===== config.mk =====
export PLATFORM = sky130hd
export DESIGN_NAME = lcd_text_top
export DESIGN_NICKNAME = d
export VERILOG_FILES = /design/src/lcd_pkg.sv /design/src/lcd_text_top.sv /design/src/txtlcd_3wire.sv /design/src/text_ram.sv /design/src/serial_master.sv
export SDC_FILE = /design/constraint.sdc
export NUM_CORES = 1
export LEC_CHECK = 0
export ABC_AREA = 1
export BUFFER_PORTS_ARGS = -buffer_cell sky130_fd_sc_hd__buf_2
export CORE_UTILIZATION = 57
export DETAILED_ROUTE_END_ITERATION = 12
export PLACE_DENSITY_LB_ADDON = 0.3
export SLEW_MARGIN = 25
export SYNTH_ARGS = -nofsm -noshare
export SYNTH_HDL_FRONTEND = slang
export SYNTH_SLANG_ARGS = --single-unit

===== constraint.sdc =====
create_clock -name clk27 -period 1.7 [get_ports clk27]
set_input_delay 0.425 -clock clk27 [delete_from_list [all_inputs] [get_ports clk27]]
set_output_delay 0.425 -clock clk27 [all_outputs]
set_load 0.005 [all_outputs]

===== src/lcd_pkg.sv =====
// shared constants for the 3-wire text lcd driver, imported by the rtl and the testbench
package lcd_pkg;

	// ------------------------------
	// clocks
	// ------------------------------
	localparam int main_clk_hz   = 27_000_000;
	localparam int serial_clk_hz = 1_000_000;

	// main clock cycles per half bus clock, rounds down (13)
	localparam int clk_div = main_clk_hz / (2 * serial_clk_hz);

	// ------------------------------
	// bus and display geometry
	// ------------------------------
	localparam int bus_bits  = 8;
	localparam int lcd_cols  = 20;
	localparam int lcd_rows  = 4;
	localparam int lcd_size  = lcd_cols * lcd_rows;
	localparam int addr_bits = 7;

	// lcd reset held low for 100 us after power up
	localparam int reset_hold_cycles = main_clk_hz / 10_000;

	// ------------------------------
	// lcd commands
	// ------------------------------
	// 8 bit interface, 2 line addressing
	localparam logic [7:0] cmd_function_set = 8'h38;
	// display on, cursor and blink off
	localparam logic [7:0] cmd_display_on   = 8'h0c;
	localparam logic [7:0] cmd_clear        = 8'h01;
	// increment address, no shift
	localparam logic [7:0] cmd_entry_mode   = 8'h06;
	// or-ed with the ddram address
	localparam logic [7:0] cmd_set_ddram    = 8'h80;

	// init list, index 0 goes out first
	localparam int init_len = 4;
	localparam logic [0:init_len-1][7:0] init_cmds = {
		cmd_function_set, cmd_display_on, cmd_clear, cmd_entry_mode
	};

	// ddram start of each row
	localparam logic [0:lcd_rows-1][7:0] line_addr = {8'h00, 8'h20, 8'h40, 8'h60};

	// first five bits of every start byte
	localparam logic [4:0] sync_bits = 5'b11111;

endpackage

===== src/lcd_text_top.sv =====
// top level of the text lcd driver, text memory, controller and serial engine on the lcd pins
module lcd_text_top (
	input  logic                          clk27,
	input  logic                          rst_n,
	input  logic                          update,
	input  logic                          wr_en,
	input  logic [lcd_pkg::addr_bits-1:0] wr_addr,
	input  logic [7:0]                    wr_data,
	output logic                          txtlcd_scl,
	output logic                          txtlcd_sda_o,
	input  logic                          txtlcd_sda_i,
	output logic                          txtlcd_rst,
	output logic                          busy
);
	import lcd_pkg::*;

	// ------------------------------
	// internal wiring
	// ------------------------------
	// serial handshake
	logic                serial_enable;
	logic                serial_ready;
	logic                serial_next;
	logic [bus_bits-1:0] serial_data_out;
	logic [bus_bits-1:0] serial_data_in;

	// text memory read side
	logic [addr_bits-1:0] ram_addr;
	logic [7:0]           ram_data;

	text_ram u_ram (
		.clk27   (clk27),
		.wr_en   (wr_en),
		.wr_addr (wr_addr),
		.wr_data (wr_data),
		.rd_addr (ram_addr),
		.rd_data (ram_data)
	);

	txtlcd_3wire u_lcd (
		.clk27        (clk27),
		.rst_n        (rst_n),
		.update       (update),
		.bus_data_in  (serial_data_in),
		.bus_next     (serial_next),
		.bus_ready    (serial_ready),
		.bus_data_out (serial_data_out),
		.bus_enable   (serial_enable),
		.mem_word     (ram_data),
		.mem_addr     (ram_addr),
		.busy         (busy),
		.lcd_rst      (txtlcd_rst)
	);

	// one bus, low bit first
	serial_master u_serial (
		.clk27     (clk27),
		.rst_n     (rst_n),
		.enable    (serial_enable),
		.data_out  (serial_data_out),
		.ready     (serial_ready),
		.next_word (serial_next),
		.data_in   (serial_data_in),
		.scl       (txtlcd_scl),
		.sda_o     (txtlcd_sda_o),
		.sda_i     (txtlcd_sda_i)
	);

endmodule


===== src/txtlcd_3wire.sv =====
// lcd protocol controller, runs reset hold, busy polls, init list and text redraw over the bus
module txtlcd_3wire (
	input  logic                          clk27,
	input  logic                          rst_n,
	input  logic                          update,
	input  logic [lcd_pkg::bus_bits-1:0]  bus_data_in,
	input  logic                          bus_next,
	input  logic                          bus_ready,
	output logic [lcd_pkg::bus_bits-1:0]  bus_data_out,
	output logic                          bus_enable,
	input  logic [7:0]                    mem_word,
	output logic [lcd_pkg::addr_bits-1:0] mem_addr,
	output logic                          busy,
	output logic                          lcd_rst
);
	import lcd_pkg::*;

	localparam int hold_w = $clog2(reset_hold_cycles);
	localparam int init_w = $clog2(init_len);
	localparam int row_w  = $clog2(lcd_rows);
	localparam int col_w  = $clog2(lcd_cols);

	typedef enum logic [3:0] {
		st_hold,
		st_poll_setup,
		st_poll_start,
		st_poll_read,
		st_wr_setup,
		st_wr_start,
		st_wr_lo,
		st_wr_hi,
		st_idle
	} state_t;

	// which kind of item gets written next
	typedef enum logic [1:0] {
		ph_init,
		ph_addr,
		ph_char
	} phase_t;

	state_t                state;
	phase_t                phase;
	logic [hold_w-1:0]     hold_cnt;
	logic [init_w-1:0]     init_idx;
	logic [row_w-1:0]      row;
	logic [col_w-1:0]      col;
	logic [addr_bits-1:0]  char_idx;
	// byte of the write in flight
	logic [7:0]            wr_byte;
	logic [7:0]            item_byte;
	logic                  item_rs;

	// start byte, sent low bit first: sync ones, rw, rs, then a zero
	function automatic logic [bus_bits-1:0] start_byte(input logic rw, input logic rs);
		return {1'b0, rs, rw, sync_bits};
	endfunction

	assign busy     = (state != st_idle);
	assign lcd_rst  = (state != st_hold);
	// text memory follows the character counter
	assign mem_addr = char_idx;

	// ------------------------------
	// next item to write
	// ------------------------------
	always_comb begin
		case (phase)
			ph_init: begin
				item_byte = init_cmds[init_idx];
				item_rs   = 1'b0;
			end
			ph_addr: begin
				item_byte = cmd_set_ddram | line_addr[row];
				item_rs   = 1'b0;
			end
			default: begin
				// rd_data settled long before, a whole poll lies in between
				item_byte = mem_word;
				item_rs   = 1'b1;
			end
		endcase
	end

	always_ff @(posedge clk27) begin
		if (state == st_wr_setup && bus_ready) begin
			wr_byte <= item_byte;
		end
	end

	// ------------------------------
	// main FSM
	// ------------------------------
	always_ff @(posedge clk27 or negedge rst_n) begin
		if (!rst_n) begin
			state        <= st_hold;
			phase        <= ph_init;
			hold_cnt     <= '0;
			init_idx     <= '0;
			row          <= '0;
			col          <= '0;
			char_idx     <= '0;
			bus_enable   <= 1'b0;
			bus_data_out <= '0;
		end else begin
			case (state)
				st_hold: begin
					if (hold_cnt == hold_w'(reset_hold_cycles - 1)) begin
						state <= st_poll_setup;
					end else begin
						hold_cnt <= hold_cnt + 1'b1;
					end
				end
				// busy poll, read start byte plus one read word
				st_poll_setup: begin
					if (bus_ready) begin
						bus_enable   <= 1'b1;
						bus_data_out <= start_byte(1'b1, 1'b0);
						state        <= st_poll_start;
					end
				end
				st_poll_start: begin
					if (bus_next) begin
						// dummy word, lcd drives sda_i meanwhile
						bus_data_out <= '0;
						state        <= st_poll_read;
					end
				end
				st_poll_read: begin
					if (bus_next) begin
						bus_enable <= 1'b0;
						// bit 7 is the busy flag, poll again while set
						state      <= bus_data_in[7] ? st_poll_setup : st_wr_setup;
					end
				end
				// write, start byte then low and high nibble
				st_wr_setup: begin
					if (bus_ready) begin
						bus_enable   <= 1'b1;
						bus_data_out <= start_byte(1'b0, item_rs);
						state        <= st_wr_start;
					end
				end
				st_wr_start: begin
					if (bus_next) begin
						bus_data_out <= {4'h0, wr_byte[3:0]};
						state        <= st_wr_lo;
					end
				end
				st_wr_lo: begin
					if (bus_next) begin
						bus_data_out <= {4'h0, wr_byte[7:4]};
						state        <= st_wr_hi;
					end
				end
				st_wr_hi: begin
					if (bus_next) begin
						bus_enable <= 1'b0;
						state      <= st_poll_setup;
						case (phase)
							ph_init: begin
								if (init_idx == init_w'(init_len - 1)) begin
									phase <= ph_addr;
									row   <= '0;
								end else begin
									init_idx <= init_idx + 1'b1;
								end
							end
							ph_addr: begin
								phase <= ph_char;
								col   <= '0;
							end
							default: begin
								char_idx <= char_idx + 1'b1;
								if (col != col_w'(lcd_cols - 1)) begin
									col <= col + 1'b1;
								end else if (row != row_w'(lcd_rows - 1)) begin
									// next row starts with its address
									row   <= row + 1'b1;
									phase <= ph_addr;
								end else begin
									state <= st_idle;
								end
							end
						endcase
					end
				end
				// update restarts the full list, init included
				st_idle: begin
					if (update) begin
						phase    <= ph_init;
						init_idx <= '0;
						row      <= '0;
						col      <= '0;
						char_idx <= '0;
						state    <= st_poll_setup;
					end
				end
				default: state <= st_idle;
			endcase
		end
	end

endmodule


===== src/text_ram.sv =====
// character memory of the display, user write port and registered read port for the controller
module text_ram (
	input  logic                          clk27,
	input  logic                          wr_en,
	input  logic [lcd_pkg::addr_bits-1:0] wr_addr,
	input  logic [7:0]                    wr_data,
	input  logic [lcd_pkg::addr_bits-1:0] rd_addr,
	output logic [7:0]                    rd_data
);
	import lcd_pkg::*;

	// one byte per character cell, row by row
	logic [7:0] mem [lcd_size];

	logic wr_hit;
	logic rd_hit;

	// addresses past the last cell
	assign wr_hit = (wr_addr < addr_bits'(lcd_size));
	assign rd_hit = (rd_addr < addr_bits'(lcd_size));

	// ------------------------------
	// write and read ports
	// ------------------------------
	always_ff @(posedge clk27) begin
		if (wr_en && wr_hit) begin
			mem[wr_addr] <= wr_data;
		end
		// read before write on the same address
		if (rd_hit) begin
			rd_data <= mem[rd_addr];
		end else begin
			// blank outside the text area
			rd_data <= 8'h20;
		end
	end

endmodule


===== src/serial_master.sv =====
// bit-serial bus engine, generates scl and shifts words out and in low bit first
module serial_master (
	input  logic                         clk27,
	input  logic                         rst_n,
	input  logic                         enable,
	input  logic [lcd_pkg::bus_bits-1:0] data_out,
	output logic                         ready,
	output logic                         next_word,
	output logic [lcd_pkg::bus_bits-1:0] data_in,
	output logic                         scl,
	output logic                         sda_o,
	input  logic                         sda_i
);
	import lcd_pkg::*;

	localparam int div_w = $clog2(clk_div);
	localparam int bit_w = $clog2(bus_bits);

	// burst in progress
	logic                active;
	// main clocks within the current half bus period
	logic [div_w-1:0]    div_cnt;
	// bit position within the current word
	logic [bit_w-1:0]    bit_cnt;
	logic [bus_bits-1:0] tx_sr;
	logic [bus_bits-1:0] rx_sr;

	logic half_end;
	logic last_bit;
	logic start_burst;
	logic bit_end;
	logic load_word;
	logic shift_bit;
	logic sample;

	// ------------------------------
	// timing strobes
	// ------------------------------
	assign half_end    = (div_cnt == div_w'(clk_div - 1));
	assign last_bit    = (bit_cnt == bit_w'(bus_bits - 1));
	// idle engine picks up a word as soon as enable shows up
	assign start_burst = !active && enable;
	// end of a high half is the end of a bit
	assign bit_end     = active && half_end && scl;
	// next word of the burst follows the last bit without a gap
	assign load_word   = start_burst || (bit_end && last_bit && enable);
	assign shift_bit   = bit_end && !last_bit;
	// rising scl edge, lcd and engine both sample here
	assign sample      = active && half_end && !scl;

	// handshake
	assign ready = !active;
	// two cycles before the word boundary
	// so a registered controller has its next word ready in time
	// (needs clk_div of 3 or more)
	assign next_word = active && scl && last_bit && (div_cnt == div_w'(clk_div - 2));
	assign data_in = rx_sr;

	// data only driven while shifting
	assign sda_o = active ? tx_sr[0] : 1'b0;

	// ------------------------------
	// bus clock and bit counting
	// ------------------------------
	always_ff @(posedge clk27 or negedge rst_n) begin
		if (!rst_n) begin
			active  <= 1'b0;
			div_cnt <= '0;
			bit_cnt <= '0;
			scl     <= 1'b1;
		end else if (start_burst) begin
			// falling edge together with the first data bit
			active  <= 1'b1;
			div_cnt <= '0;
			bit_cnt <= '0;
			scl     <= 1'b0;
		end else if (active) begin
			if (!half_end) begin
				div_cnt <= div_cnt + 1'b1;
			end else begin
				div_cnt <= '0;
				if (!scl) begin
					scl <= 1'b1;
				end else if (!last_bit) begin
					bit_cnt <= bit_cnt + 1'b1;
					scl     <= 1'b0;
				end else if (enable) begin
					// burst continues with a fresh word
					bit_cnt <= '0;
					scl     <= 1'b0;
				end else begin
					// scl stays high, back to idle
					active <= 1'b0;
				end
			end
		end
	end

	// ------------------------------
	// shift registers
	// ------------------------------
	always_ff @(posedge clk27) begin
		if (load_word) begin
			tx_sr <= data_out;
		end else if (shift_bit) begin
			tx_sr <= tx_sr >> 1;
		end
		// low bit arrives first, ends up in bit 0
		if (sample) begin
			rx_sr <= {sda_i, rx_sr[bus_bits-1:1]};
		end
	end

endmodule


* After elaboration in Yosys (flattened, before gate mapping) *
Memories as Yosys holds them, arrays and structs flattened. A register that Yosys moved wholly into a read port is not among the register bits.
Index checks and enable logic that the tools add are counted.

word-level totals
  register bits = 76
  RAM bits = 640
  input port bits = 20
  output and inout port bits = 4
  word-level logic and storage cells = 195
  memories = 1

memory list
  name       depth  width  read ports  clocked after Yosys merged registers in  wr ports  line            source
  u_ram.mem  80     8      1           1                                        1         text_ram.sv:13  logic [7:0] mem [lcd_size];

operators by class
  $add $sub $neg = 7
  order comparisons = 4
  equality and inequality tests = 40
  muxes and demuxes = 83
  bitwise gates (word level) = 3
  reduce and logical (&&, ||, !) cells = 41

operators by type and width
  kind                                                             number
  8-bit two-way mux                                                9
  4-bit two-way mux                                                15
  8-bit one-hot mux with 5 select lines                            1
  4-bit one-hot mux with 9 select lines                            1
  7-bit two-way mux                                                5
  8-bit binary-select mux with 2-bit select                        2
  2-bit != test, second input constant                             14
  2-bit two-way mux                                                12
  3-bit two-way mux                                                7
  2-bit one-hot mux with 2 select lines                            5
  5-bit one-hot mux with 2 select lines                            2
  1-bit two-way mux                                                18
  4-bit by 3-bit == test with 1-bit output, second input constant  4
  8-bit one-hot mux with 2 select lines                            1
  5-bit two-way mux                                                3
  7-bit < comparator, second input constant                        2
  7-bit one-hot mux with 2 select lines                            1
  12-bit by 1-bit adder with 12-bit output, second input constant  1
  12-bit == test, second input constant                            1
  4-bit == test, second input constant                             3
  1-bit logical AND                                                12
  6-bit AND reduction                                              2
  2-bit nonzero test                                               6
  5-bit AND reduction                                              2
  33 further kinds                                                 49

* Longest topological paths before layout *
  word-level depth = 7
  gate-level depth with buffers = 16
  mapped depth without buffers = 13

* By module *
A second synthesis with hierarchy kept.

second synthesis, totals
  cell total of the unflattened synthesis = 2893
  area, all modules = 31179.9 µm²

modules (own cells, without submodules)
  module         times used  cells an instance  area each (µm²)  seq. area each (µm²)
  text_ram       1           2397               27018.4          19378.6
  txtlcd_3wire   1           387                2980.4           1291.2
  serial_master  1           109                1181.1           706.9

* Least setup slack after synthesis *
Ideal clock, no wire load.

  path kind = input port to flip-flop
  from = input port wr_addr[5] (netlist name)
  to = memory u_ram.mem[0][0] (enable)
  library setup time = 0.371 ns
  arrival time = 1.634 ns
  data required time = 1.329 ns
  slack = -0.305 ns
  stages = 6
  path buffers = 1
  cells stage by stage = inv_1 > nand2_1 > a21boi_0 > clkbuf_1 > nand4_1 > nor2_1

on the way
  longest elaborated chain between the ends = 4

RTL lines
  element                                  line               source
  from (decl)                              lcd_text_top.sv:7  input logic [lcd_pkg::addr_bits-1:0] wr_addr,
  7-bit < comparator                       text_ram.sv:19     assign wr_hit = (wr_addr < addr_bits'(lcd_size));
  1-bit logical AND                        text_ram.sv:26     if (wr_en && wr_hit) begin
  1-bit two-way mux                        text_ram.sv:26
  1-bit two-way mux (not written as such)  text_ram.sv:27     mem[wr_addr] <= wr_data;
  to (decl)                                text_ram.sv:13

Several ways; a longest one is shown, not always the timed one.

* Final worst setup path *
  from = register u_lcd.char_idx[0], in the netlist u_lcd.mem_addr[0]
  to = register u_ram.rd_data[4] (read register of u_ram.mem)

on the way
  longest elaborated chain between the ends = 2

RTL lines
  element                             line                 source
  from (decl)                         txtlcd_3wire.sv:48   logic [addr_bits-1:0] char_idx;
  from (signal assigned)              txtlcd_3wire.sv:174  char_idx <= char_idx + 1'b1;
  7-bit < comparator                  text_ram.sv:20       assign rd_hit = (rd_addr < addr_bits'(lcd_size));
  1-bit logical NOT (no source line)  n/a
  to (decl)                           text_ram.sv:8        output logic [7:0] rd_data

Several ways; a longest one is shown, not always the timed one.
A chain may end at the register's enable or synchronous reset.

==> summary.md <==
| Metric | Value |
|---|---|
| Adder-cell area share of the yosys netlist | `0.457%` |
| Failing checks | `negative setup slack` |
| Post-synthesis simple-gate area fraction | `17.7%` |
| Clock buffer depth | `3` |
| Run status | `finished, violations left` |
| Die ar. | `roughly 54000 µm²` |
| Synthesized cell area | `30100 µm²` |
| CP Launch Type | `flip-flop` |
| CTS tree | `built` |
| Hold EP | `u_lcd.state[3]$_DFFE_PN0P_` |
| Worst-Skew Late Latency | `around 0.61 ns` |
| Max Freq | `490 MHz` |
| Worst-path clk slew | `0.06 ns` |
| Vias | `22400` |
| Most frequent cell after synthesis | `edfxtp_1` |
| Max VDD drop | `0.000936 V` |
| Cell mode on critical path | `nand2_1` |
| Syn Area/Cell | `10.9 µm²` |
| CTS root buf | `clkbuf_16` |
| Largest net degree at the start of global routing | `81` |
| Num rows | `83` |
| Max Cap Viol | `0` |
| Critical Path RT | `2.24 ns` |
| First-pass GRT wire length | `around 120000 µm` |
| Synth Area in Compound Gates | `6.72%` |
| DRT antenna net count | `0` |
| Fillers | `around 3300` |
| Hold Path Depth | `4` |
| Fin. max-slew vios | `0` |
| Worst R2R Setup Slack | `-0.34 ns` |
| Die Y | `232 µm` |
| RSZ-0062 raised after global routing | `yes` |
| Wire per inst | `22.4 µm` |
| Fraction of synthesized area in multiplexers | `0%` |
| Synth cell count leaders | `edfxtp_1 (656), nand2_1 (596), nor2_1 (527)` |
| Core Region | `51800 µm²` |
| I/O Pins | `24` |
| Worst hold path class | `in -> reg` |
| Worst Tran Pin Value | `0.631 ns` |
| Post-synth EDFFs | `between 600 and 700` |
| Largest fanout on the critical path | `7` |
| Slew Limit Headroom | `57.8%` |
| Synthesized Nets | `2800` |
| Reg2reg path depth | `13` |
| Vias per cell | `5.94` |
| Final worst path period share | `120%` |
| Post-detail-place hpwl | `approximately 48000 µm` |
| GP Congestion | `0.923` |
| Crit path capture type | `flip-flop` |
| Post-Route WL | `roughly 85000 µm` |
| Setup slack after layout | `-0.341 ns` |
| Finish-stage setup viols | `50` |
| RR Startpoint | `u_lcd.mem_addr[0]$_DFFE_PN0P_` |
| Area delta synth->final | `24.7%` |
| CTS H-tree depth | `3` |
| Crit-path max cell delay | `approximately 0.50 ns` |
| Initial antenna violation count | `0` |
| CTS Sinks | `715` |
| Synth Register Bits | `715` |
| Register area share after synthesis | `70.1%` |
| Final min period | `2.04 ns` |
| Vias in the first global route | `21500` |
| Worst hold slack | `0.197 ns` |
| Ys Warns | `0` |
| Main synth FF type | `edfxtp_1` |
| Crit Path Class | `reg -> reg` |
| Cell Pwr Density | `~1200 nW/µm²` |
| Dpl ws | `-0.383 ns` |
| RR Endpoint | `u_ram.rd_data[4]$_SDFF_PP0_` |
| Ranking of synthesized cells by area | `edfxtp_1 (65%), nand2_1 (7.4%), nor2_1 (6.6%)` |
| Fin nets | `3077` |
| Total CTS buffers | `73` |
| Worst-path cell chain | `buf_12 > buf_12 > buf_4 > clkbuf_16 > nand2_1 > nand3_1 > nand3_1 > nand3_2 > nand2_1 > nand2_1 > nand3_2 > nor2_2 > nor2_1` |
| Ys async rst share | `under 10%` |
| Main combinational cell family by area after synthesis | `simple AND/OR/NAND/NOR gates` |
| Die W | `232 µm` |
| Synth Area in XOR/XNOR | `0.465%` |
| Worst path slowest cell | `dfrtp_4` |
| Residual DRC count | `0` |
| Layout cells sized above 1 | `between 20 and 25%` |
| Buffers on Ports | `23` |
| Clk_skew | `0.0178 ns` |
| Total grt overflow | `0` |
| Gr usage total | `30.3%` |
| DRT Pass-1 Iters | `6` |
| Starting DRT DRC Count | `2628` |
| Hold Crit Start | `update` |
| Starting density of the core | `58.2%` |
| Post-synth top area cell | `edfxtp_1` |
| Final Hold Fails | `0` |
| WP data arrival | `2.58 ns` |
| Post-synth cell types | `36` |
| Pleak | `0.0142 µW` |
| Area share of the largest cell type after synthesis | `between 60% and 70%` |
| Cell count after synthesis | `~2800` |
| Number of diodes | `0` |
-- layout make-up --
| type | instances | area [µm²] | area share (%) |
|---|---|---|---|
| repair inverters | 2 | 27.5 | 0.0732 |
| flip-flops and latches | 715 | 21100 | 56.2 |
| clock inverters | 30 | 206 | 0.549 |
| well taps | 680 | 851 | 2.26 |
| multi-input cells | 1743 | 8710 | 23.2 |
| inverters | 174 | 706 | 1.88 |
| clock buffers | 96 | 1990 | 5.28 |
| repair buffers | 337 | 3980 | 10.6 |
-- metal layers --
layer,vias to the layer above,GRT usage (%),share of wire (%)
met4,0,12.9,4.2
met2,1346,48.7,48
li1,10000,-,-
met1,10800,41.0,38
met3,258,5.10,9.7
met5,-,0,0
-- cells in the final DEF (no fill, tap or decap), types with 20 or more instances in the layout --
cell type	instances
o22ai_1	29
nand3_1	129
buf_6	20
edfxtp_1	656
inv_1	137
inv_2	28
nor2_4	42
nand3_2	42
buf_12	60
clkbuf_16	93
o21ai_0	192
buf_4	199
nor2_1	430
dfrtp_1	47
nand2_2	54
o211ai_1	29
nand2_1	535
o21ai_1	88
nor2_2	59
nand4_1	20
-- worst max-delay path, delay by kind of cell (launching register included) --
family / cells / cell delay (ns)
AND/OR/NAND/NOR: 9 / 0.84
buffers and inverters: 4 / 0.63
flip-flops: 1 / 0.50
-- state kept, by name, indices dropped and copies added (netlist names) --
| name | flops |
|---|---|
| u_ram.mem | 640 |
| u_lcd.hold_cnt | 12 |
| u_lcd.wr_byte | 8 |
| u_ram.rd_data | 8 |
| u_lcd.bus_data_out | 7 |
| u_lcd.mem_addr | 7 |
| u_serial.tx_sr | 7 |
| u_lcd.col | 5 |
| u_lcd.state | 4 |
| u_serial.div_cnt | 4 |
| u_serial.bit_cnt | 3 |
| u_lcd.init_idx | 2 |
| u_lcd.phase | 2 |
| u_lcd.row | 2 |
| u_lcd.bus_enable | 1 |
| u_serial.active | 1 |
| u_serial.data_in | 1 |
| u_serial.scl | 1 |
-- logic make-up (layout without fill, tap and decap cells) --
family | count (synthesis) | count (layout)
simple gates | 1336 | 1338
flops | 715 | 715
compound gates | 378 | 378
buf+inv | 313 | 639
xor+xnor | 16 | 16
fa+ha+maj | 11 | 11
-- what timing repair did --
item                       4_1_cts  5_1_grt
hold buffers                     2        0
setup endpoints to repair       57       68
cloned                          16       19
hold endpoints to repair        51        0
buffers inserted                18       18
resized for setup              199      262
pin swaps                       56      113
-- metrics by stage --
step	TNS, ns	utilization (%)	power (µW)	cell area (µm²)	instances
final	-9.49	72.6	44500	37600	3777
after detailed placement	-185.78	63.7	27200	33000	3581
after floorplan	-136.81	-	24200	30300	2769
after global placement	-180.41	63.7	26900	33000	3581
after CTS	-8.70	70.0	42900	36300	3742
after global routing	-13.08	72.6	45900	37600	3777
-- worst max-delay path by stage --
stage	startpoint	end	slack, ns	cells after the start
floorplan	wr_addr[5]	u_ram.mem[26][0]$_DFFE_PP_	-0.26	6
global placement	wr_addr[5]	u_ram.mem[76][7]$_DFFE_PP_	-0.41	9
detailed placement	wr_addr[5]	u_ram.mem[7][6]$_DFFE_PP_	-0.38	9
CTS	u_lcd.mem_addr[0]$_DFFE_PN0P_	u_ram.rd_data[5]$_SDFF_PP1_	-0.28	13
global route	u_lcd.mem_addr[0]$_DFFE_PN0P_	u_ram.rd_data[3]$_SDFF_PP0_	-0.42	13
finish	u_lcd.mem_addr[0]$_DFFE_PN0P_	u_ram.rd_data[4]$_SDFF_PP0_	-0.34	13
-- power breakdown --
part           internal (µW)  switching [µW]  total [µW]
sequential             19600             355       20000
combinational           3720            5780        9490
clock                   8510            6500       15000
total                  31900           12600       44500
Power figures use the tool's default switching activity.
